--- config.mk ---
export PLATFORM = sky130hd
export DESIGN_NAME = refill_bridge
export DESIGN_NICKNAME = d
export VERILOG_FILES = /design/src/logic/cache_pkg.sv /design/src/logic/axi_pkg.sv /design/src/logic/refill_bridge.sv /design/src/logic/line_assembler.sv /design/src/logic/beat_counter.sv /design/src/logic/refill_fsm.sv
export VERILOG_INCLUDE_DIRS = /design/src /design/src/logic
export SDC_FILE = /design/constraint.sdc
export NUM_CORES = 1
export LEC_CHECK = 0
export ABC_AREA = 0
export BUFFER_PORTS_ARGS = -buffer_cell sky130_fd_sc_hd__buf_4
export CAP_MARGIN = 0
export CORE_AREA = 2 2 164 166
export CTS_CLUSTER_SIZE = 20
export DETAILED_ROUTE_END_ITERATION = 10
export DIE_AREA = 0 0 166 168
export GPL_ROUTABILITY_DRIVEN = 0
export PLACE_DENSITY = 0.66
export SLEW_MARGIN = 20
export SYNTH_ARGS = -nofsm -noshare
export SYNTH_HDL_FRONTEND = slang
export SYNTH_HIERARCHICAL = 1
export SYNTH_SLANG_ARGS = --single-unit
--- constraint.sdc ---
create_clock -name aclk -period 7.59 [get_ports aclk]
set_clock_uncertainty 0.15 [all_clocks]
set_input_delay 0 -clock aclk [delete_from_list [all_inputs] [get_ports aclk]]
set_output_delay 0 -clock aclk [all_outputs]
set_load 0.02 [all_outputs]
--- src/logic/refill_macros.svh ---
`ifndef REFILL_MACROS_SVH
`define REFILL_MACROS_SVH

// data path
`define REFILL_WORD_W       32
`define REFILL_LINE_WORDS   4

// AR burst fields for one line refill
`define REFILL_ARLEN        3    // four beats
`define REFILL_ARSIZE       2    // four bytes per beat
`define REFILL_ARBURST      1    // INCR

// arid per requester
`define REFILL_ID_INST      0
`define REFILL_ID_DATA      1

// address split, same as the caches use
`define REFILL_TAG_W        20
`define REFILL_INDEX_W      8
`define REFILL_OFFSET_W     4

`endif
--- src/logic/cache_pkg.sv ---
`default_nettype none

`include "refill_macros.svh"

package cache_pkg;

    // tag / index / offset view of a cache address
    typedef struct packed {
        logic [`REFILL_TAG_W-1:0]       tag;
        logic [`REFILL_INDEX_W-1:0]     index;
        logic [`REFILL_OFFSET_W-1:0]    offset;   // byte within the line
    } line_fields_t;

    // same 32 bits, seen raw for araddr or split for line alignment
    typedef union packed {
        logic [31:0]    word;
        line_fields_t   fields;
    } line_addr_u;

    // word 0 in the low bits
    typedef logic [`REFILL_LINE_WORDS-1:0][`REFILL_WORD_W-1:0] cache_line_t;

endpackage

`default_nettype wire

--- src/logic/axi_pkg.sv ---
`default_nettype none

`include "refill_macros.svh"

package axi_pkg;

    // read address channel payload, 54 bits
    typedef struct packed {
        logic [3:0]                 id;
        logic [31:0]                addr;
        logic [3:0]                 len;
        logic [2:0]                 size;
        logic [1:0]                 burst;
        logic [1:0]                 lock;
        logic [3:0]                 cache;
        logic [2:0]                 prot;
    } axi_ar_t;

    // read data channel payload, 39 bits
    typedef struct packed {
        logic [3:0]                 id;
        logic [`REFILL_WORD_W-1:0]  data;
        logic [1:0]                 resp;
        logic                       last;
    } axi_r_t;

endpackage

`default_nettype wire

--- src/logic/refill_bridge.sv ---
`timescale 1ns/1ps
`default_nettype none

module refill_bridge (
    input  wire logic                   aclk,
    input  wire logic                   rst_n,
    // icache refill port
    input  wire logic                   icache_rd_req,
    input  wire cache_pkg::line_addr_u  icache_rd_addr,
    output logic                        icache_rd_rdy,
    output logic                        icache_ret_valid,
    output cache_pkg::cache_line_t      icache_ret_data,
    // dcache refill port
    input  wire logic                   dcache_rd_req,
    input  wire cache_pkg::line_addr_u  dcache_rd_addr,
    output logic                        dcache_rd_rdy,
    output logic                        dcache_ret_valid,
    output cache_pkg::cache_line_t      dcache_ret_data,
    // AXI read channels
    output axi_pkg::axi_ar_t            ar,
    output logic                        arvalid,
    input  wire logic                   arready,
    input  wire axi_pkg::axi_r_t        r,
    input  wire logic                   rvalid,
    output logic                        rready
);
    import cache_pkg::*;

    logic        start;
    logic        last_beat;
    cache_line_t line;   // shared by both return ports

    refill_fsm u_fsm (
        .aclk             (aclk),
        .rst_n            (rst_n),
        .icache_rd_req    (icache_rd_req),
        .icache_rd_addr   (icache_rd_addr),
        .dcache_rd_req    (dcache_rd_req),
        .dcache_rd_addr   (dcache_rd_addr),
        .arready          (arready),
        .last_beat        (last_beat),
        .icache_rd_rdy    (icache_rd_rdy),
        .dcache_rd_rdy    (dcache_rd_rdy),
        .icache_ret_valid (icache_ret_valid),
        .dcache_ret_valid (dcache_ret_valid),
        .ar               (ar),
        .arvalid          (arvalid),
        .rready           (rready),
        .start            (start)
    );

    beat_counter u_beat_counter (
        .aclk      (aclk),
        .rst_n     (rst_n),
        .start     (start),
        .rvalid    (rvalid),
        .rready    (rready),
        .last_beat (last_beat)
    );

    line_assembler u_line_assembler (
        .aclk   (aclk),
        .rst_n  (rst_n),
        .rvalid (rvalid),
        .rready (rready),
        .r      (r),
        .line   (line)
    );

    // only the owner's ret_valid marks the data as its own
    assign icache_ret_data = line;
    assign dcache_ret_data = line;

endmodule

`default_nettype wire

--- src/logic/line_assembler.sv ---
`timescale 1ns/1ps
`default_nettype none

`include "refill_macros.svh"

module line_assembler (
    input  wire logic               aclk,
    input  wire logic               rst_n,
    input  wire logic               rvalid,
    input  wire logic               rready,
    input  wire axi_pkg::axi_r_t    r,
    output cache_pkg::cache_line_t  line
);

    logic beat;

    assign beat = rvalid && rready;

    // new word enters at the top, older words move down one slot
    // after a full burst the first beat ends up in word 0
    always_ff @(posedge aclk) begin
        if (!rst_n) begin
            line <= '0;
        end else if (beat) begin
            line <= {r.data, line[`REFILL_LINE_WORDS-1:1]};
        end
    end

endmodule

`default_nettype wire

--- src/logic/beat_counter.sv ---
`timescale 1ns/1ps
`default_nettype none

`include "refill_macros.svh"

module beat_counter (
    input  wire logic   aclk,
    input  wire logic   rst_n,
    input  wire logic   start,
    input  wire logic   rvalid,
    input  wire logic   rready,
    output logic        last_beat
);

    logic [1:0] count;   // beats taken so far in this line
    logic       beat;

    assign beat = rvalid && rready;

    always_ff @(posedge aclk) begin
        if (!rst_n) begin
            count <= '0;
        end else if (start) begin
            count <= '0;
        end else if (beat) begin
            count <= count + 2'd1;
        end
    end

    // flags the fourth beat while it is being taken
    assign last_beat = beat && (count == 2'(`REFILL_LINE_WORDS - 1));

endmodule

`default_nettype wire

--- src/logic/refill_fsm.sv ---
`timescale 1ns/1ps
`default_nettype none

`include "refill_macros.svh"

module refill_fsm (
    input  wire logic               aclk,
    input  wire logic               rst_n,
    input  wire logic               icache_rd_req,
    input  wire cache_pkg::line_addr_u icache_rd_addr,
    input  wire logic               dcache_rd_req,
    input  wire cache_pkg::line_addr_u dcache_rd_addr,
    input  wire logic               arready,
    input  wire logic               last_beat,
    output logic                    icache_rd_rdy,
    output logic                    dcache_rd_rdy,
    output logic                    icache_ret_valid,
    output logic                    dcache_ret_valid,
    output axi_pkg::axi_ar_t        ar,
    output logic                    arvalid,
    output logic                    rready,
    output logic                    start
);
    import cache_pkg::*;

    typedef enum logic [1:0] {
        state_idle,
        state_addr,
        state_data,
        state_ret
    } state_t;

    state_t     state;
    logic       owner_dcache;   // owner of the burst in flight
    line_addr_u line_addr;      // line aligned request address
    logic       icache_take;
    logic       dcache_take;

    // dcache wins when both ask in the same cycle
    assign dcache_rd_rdy = (state == state_idle);
    assign icache_rd_rdy = (state == state_idle) && !dcache_rd_req;
    assign dcache_take   = dcache_rd_rdy && dcache_rd_req;
    assign icache_take   = icache_rd_rdy && icache_rd_req;
    assign start         = dcache_take || icache_take;   // also clears the beat count

    always_ff @(posedge aclk) begin
        if (!rst_n) begin
            state        <= state_idle;
            owner_dcache <= 1'b0;
        end else begin
            case (state)
                state_idle: begin
                    if (start) begin
                        state        <= state_addr;
                        owner_dcache <= dcache_take;
                    end
                end
                state_addr: begin
                    if (arready) state <= state_data;   // AR handshake
                end
                state_data: begin
                    if (last_beat) state <= state_ret;
                end
                default: state <= state_idle;   // one cycle return pulse
            endcase
        end
    end

    always_ff @(posedge aclk) begin
        if (start) begin
            line_addr               <= dcache_take ? dcache_rd_addr : icache_rd_addr;
            line_addr.fields.offset <= '0;
        end
    end

    always_comb begin
        ar       = '0;   // lock, cache, prot left at zero
        ar.id    = owner_dcache ? 4'(`REFILL_ID_DATA) : 4'(`REFILL_ID_INST);
        ar.addr  = line_addr.word;
        ar.len   = 4'(`REFILL_ARLEN);
        ar.size  = 3'(`REFILL_ARSIZE);
        ar.burst = 2'(`REFILL_ARBURST);
    end

    assign arvalid          = (state == state_addr);
    assign rready           = (state == state_data);
    assign icache_ret_valid = (state == state_ret) && !owner_dcache;
    assign dcache_ret_valid = (state == state_ret) && owner_dcache;

endmodule

`default_nettype wire

## Word level (Yosys, flattened, before mapping)

Index checks and enable logic that the tools add are counted.

- Memories: 0
- Memory bits (read-only): 0
- Logic and storage cells: 37
- Bits in latches: 0
- Flip-flop bits (word level): 161
- RAM bits: 0

- Order comparisons: 0
- Div/mod/pow operators: 0
- $mul: 0
- Reduce and logical (&&, ||, !) cells: 14
- Multiplexer cells: 6
- Add/subtract/negate cells: 1
- Equal/unequal tests: 7
- Bitwise operators: 1
- Shift-type cells: 0

Operators with widths:

| cell | number |
|---|---|
| $mux 32 | 1 |
| $logic_and 1x1->1 | 7 |
| $eq 2x2->1 const B | 3 |
| $mux 2 | 3 |
| $pmux 2 s3 | 1 |
| $ne 2x2->1 const B | 2 |
| $reduce_and 3->1 | 1 |
| $add 2x1->2 const B | 1 |
| $eq 2x1->1 const B | 1 |
| $logic_not 1->1 | 2 |
| $logic_not 2->1 | 1 |
| $ne 2x1->1 const B | 1 |
| $reduce_and 2->1 | 1 |
| $reduce_or 2->1 | 1 |
| $logic_or 1x1->1 | 1 |
| $mux 1 | 1 |
| $not 1->1 | 1 |

## Depth between registers and ports, before layout

- Depth after elaboration: 6
- Gate-level depth with buffers: 8

## Modules after synthesis

The synthesis kept the hierarchy.

Modules (own cells, without submodules):

| module | area each (sq um) | cells each | instances | seq. area each (sq um) |
|---|---|---|---|---|
| line_assembler | 4588.2 | 457 | 1 | 2562.5 |
| refill_fsm | 1639.1 | 114 | 1 | 900.9 |
| refill_bridge | 960.9 | 128 | 1 | 0.0 |
| beat_counter | 111.4 | 11 | 1 | 40.0 |

## Least setup slack after synthesis

OpenSTA, ideal clock, no wires.

- Kind: register to register
- From: reg u_fsm.state[0]
- To: reg u_beat_counter.count[0]
- Arrival: 2406 ps
- Stages on the path, launching flop included: 6
- Setup slack: 4916 ps
- Setup time: 118 ps
- Required time: 7322 ps
- Path buffers: 0
- Cells stage by stage: dfxtp_1 > inv_1 > ha_1 > nor2b_1 > nand2b_1 > a21oi_1

- Word-level cells in the longest chain between the ends: 5
- Elaborated cells on any way between the ends: 8

Ends and longest elaborated chain:

| what | RTL line | text |
|---|---|---|
| start, declared | refill_fsm.sv:33 | `state_t state;` |
| start signal, assigned | refill_fsm.sv:48 | `state <= state_idle;` |
| start signal, assigned | refill_fsm.sv:54 | `state <= state_addr;` |
| start signal, assigned | refill_fsm.sv:59 | `if (arready) state <= state_data;` |
| $logic_not 2->1 (*) | refill_fsm.sv:40 | `assign dcache_rd_rdy = (state == state_idle);` |
| via dcache_rd_rdy | refill_bridge.sv:16 | `output logic dcache_rd_rdy,` |
| $logic_and 1x1->1 | refill_fsm.sv:41 | `assign icache_rd_rdy = (state == state_idle) && !dcache_rd_req;` |
| $logic_and 1x1->1 | refill_fsm.sv:43 | `assign icache_take = icache_rd_rdy && icache_rd_req;` |
| $logic_or 1x1->1 (*) | refill_fsm.sv:44 | `assign start = dcache_take \|\| icache_take;` |
| via start | refill_bridge.sv:29 | `logic start;` |
| $reduce_or 2->1 (no source line) (*) | -- |  |
| end signal, assigned | beat_counter.sv:26 | `count <= count + 2'd1;` |
| end, declared | beat_counter.sv:15 | `logic [1:0] count;` |

The timed path passes the listed nets; every way through them passes the cells marked *.
A chain may end at the register's enable or synchronous reset.

## Worst setup path after layout

- From: reg u_fsm.state[0]
- To: reg u_line_assembler/line[90] in the netlist's numbering

- Word-level cells in the longest chain between the ends: 2

Ends and longest elaborated chain:

| what | RTL line | text |
|---|---|---|
| $eq 2x2->1 | refill_fsm.sv:86 | `assign rready = (state == state_data);` |
| $logic_and 1x1->1 | line_assembler.sv:17 | `assign beat = rvalid && rready;` |
| end signal, assigned | line_assembler.sv:25 | `` line <= {r.data, line[`REFILL_LINE_WORDS-1:1]}; `` |
| end, declared | line_assembler.sv:12 | `output cache_pkg::cache_line_t line` |

No other way between the ends.

==> results_dict.tcl <==
set metrics [dict create \
    seq_area_frac_synth 0.480 \
    fin_setup_tns_ns 0 \
    gr-usage-all-layers 0.145 \
    clkTransAtPathRegs_ns 0.07 \
    cts_resized 0 \
    ios 425 \
    post-route-period-util 0.492 \
    ys_types 29 \
    rsz0062_at_grt "no" \
    worstSetupPathType "reg -> reg" \
    drv_cap 0 \
    period_needed_ns 3.74 \
    fmax_ghz 0.268 \
    ir_drop_mv 0.152 \
    crit_fanout 67 \
    cp_data_arrival_time_ns 3.92 \
    syn_avg_cell_area_um2 10.3 \
    htree_levels 4 \
    viasPerCell 4.27 \
    grt_pass1_vias 5936 \
    clockBufferDepth 2 \
    dp_cells 1265 \
    syn_to_final_growth_pct 52.6 \
    drive_above_1_share 0.420 \
    swShare 0.313 \
    p_total_mw 2.58 \
    synth_top_cell_area_share 0.365 \
    port_buffers 384 \
    p_comb_frac 0.280 \
    slew_headroom 0.266 \
    stdcell_count 1418 \
    cts.sinks 161 \
    finalWorstSetupSlack_ns 3.85 \
    drt_wl_total_mm 21.5 \
    slew_violations 0 \
    place_area_um2 9330 \
    cts_root_buffer "clkbuf_16" \
    hpwl_mm 14.2 \
    route.detailed.drc 0 \
    p_int_mw 1.77 \
    syn-cell-area_um2 7300 \
    grt_start_max_net_pins 85 \
    clk_latency_ns 0.41 \
    postRouteAntennaNets 0 \
    p_sw_uw 806 \
    synthCells 710 \
    fp-row-count 60 \
    p_clk_frac 0.332 \
    synth_area_leader_cell "dfxtp_1" \
    critPathLaunchType "flop" \
    hold_ws_ns 0.0429 \
    fp.dieH_um 168 \
    leakage_nw 4.83 \
    finalInstanceArea_um2 11100 \
    power_density_nw_per_um2 232 \
    start_util 0.277 \
    vias 6051 \
    cts_tree "built" \
    ys_warn_count 6 \
    tightest_slew_ns 1.10 \
    post_cts_buffers 0 \
    pwr-share-seq 0.389 \
    die-area_um2 27900 \
    place_ws_ns 3.83 \
    utilization 0.423 \
    die_w_um 166 \
    final-setup-viol-count 0 \
    final_net_count 1178 \
    wire_per_inst_um 15.1 \
    critPathRequiredTime_ns 7.78 \
    drt-initial-drc-count 268 \
    coreArea_um2 26400 \
    final_hold_viol_count 0 \
    dr.pass1.iters 5 \
    antennaDiodeCount 0 \
    synth_seq_cells 161 \
    numCtsBuffers 17 \
    grt_antenna_before_repair 0 \
    ys_top_cells_by_area "dfxtp_1, buf_4, mux2i_1" \
    fill_cells 2536 \
    grt_overflow 0 \
    cp-end-kind "flop" \
    hp-class "in -> reg" \
    outcome "completed" \
    grt_first_pass_wirelength_mm 32.3 \
]
==> final cells by class <==
| cell class | instances | area [µm²] | area share |
|---|---|---|---|
| Timing Repair Buffer | 509 | 4120 | 0.370 |
| Sequential cell | 161 | 3500 | 0.315 |
| Multi-Input combinational cell | 371 | 2470 | 0.222 |
| Clock buffer | 20 | 480 | 0.0431 |
| Tap cell | 341 | 427 | 0.0383 |
| Clock inverter | 12 | 114 | 0.0102 |
| Inverter | 4 | 15.0 | 0.00135 |
==> timing repair <==
action                                  4_1_cts  5_1_grt
endpoints found under the hold margin        65        0
endpoints found under the setup margin        0        0
hold buffers                                121        0
==> kinds of logic (layout without fill, tap and decap cells) <==
kind of cell	after synthesis	in the layout	share of synthesized area
flip-flops	161	161	0.480
adder cells (fa/ha/maj)	5	5	0.00857
other	2	25	0.00103
multiplexers	126	126	0.182
AND/OR/NAND/NOR	176	176	0.105
buffers and inverters	201	545	0.194
AO/OA/AOI/OAI	39	39	0.0297
==> Yosys cell counts (all sizes together) <==
cell	number
a21oi	2
nand3	1
dfxtp	133
a21bo	2
nand4	32
nor2b	3
nand3b	1
a222oi	1
and2	2
nand2b	1
mux2i	98
conb	2
and3	1
buf	175
clkbuf	22
mux2	28
nor2	1
o21ai	33
a21boi	1
edfxtp	28
nand2	134
ha	5
inv	4
==> power groups by stage <==
stage | Clock [mW] | Sequential, mW | Combinational, mW
floorplan | 0 | 1.10 | 0.353
global placement | 0 | 1.02 | 0.628
detailed placement | 0 | 1.02 | 0.631
CTS | 0.888 | 1.00 | 0.717
global route | 0.917 | 1.01 | 0.761
finish | 0.856 | 1.00 | 0.721
==> cells in the final DEF, fill, tap and decap left out <==
master,count
buf_4,388
nand2_1,134
dfxtp_1,133
dlygate4sd3_1,121
mux2i_1,98
nand4_1,32
o21ai_1,32
edfxtp_1,28
conb_1,25
clkbuf_16,19
mux2_2,19
mux2_4,9
clkinv_4,4
ha_1,4
inv_1,4
inv_6,3
inv_8,2
a21bo_1,2
nor2b_1,2
clkinvlp_4,1
clkinv_8,1
inv_4,1
clkbuf_2,1
and3_1,1
nand3b_1,1
nand2b_1,1
a21oi_1,1
nand3_1,1
a21oi_2,1
and2_1,1
nor2_1,1
nor2b_2,1
o21ai_0,1
a222oi_1,1
a21boi_0,1
ha_2,1
and2_4,1
==> sequential cells by signal, indices dropped and copies added, names as in the netlist <==
signal                 count
u_fsm/line_addr           28
u_beat_counter/count       2
u_line_assembler/line    128
u_fsm/owner_dcache         1
u_fsm/state                2
==> path summary, 6_finish.rpt <==
path	startpoint	endpoint	slack (ns)	cells after the start
max	u_fsm/state[0]	u_line_assembler/line[90]	3.85	5
min	rst_n	u_line_assembler/line[26]	0.04	3
max reg2reg	u_fsm/state[0]	u_line_assembler/line[90]	3.85	5
min reg2reg	u_line_assembler/line[23]	u_line_assembler/line[23]	0.33	2
==> worst max-delay path, cell delays in order (launching register included) <==
cell and delay, ns:
dfxtp_1 0.34, inv_1 0.09, ha_2 0.92, and2_4 0.92, buf_4 0.90, mux2i_1 0.28
==> layer usage <==
| metal | wire length (µm) | share of wire | vias up | GRT usage |
|---|---|---|---|---|
| li1 | - | - | 2925 | - |
| met1 | 8960 | 0.42 | 2871 | 0.174 |
| met2 | 10900 | 0.51 | 230 | 0.257 |
| met3 | 1190 | 0.056 | 25 | 0.0289 |
| met4 | 409 | 0.019 | 0 | 0.0514 |
| met5 | 0 | 0 | - | 0 |
No activity file was read; power rests on OpenSTA's default activity.
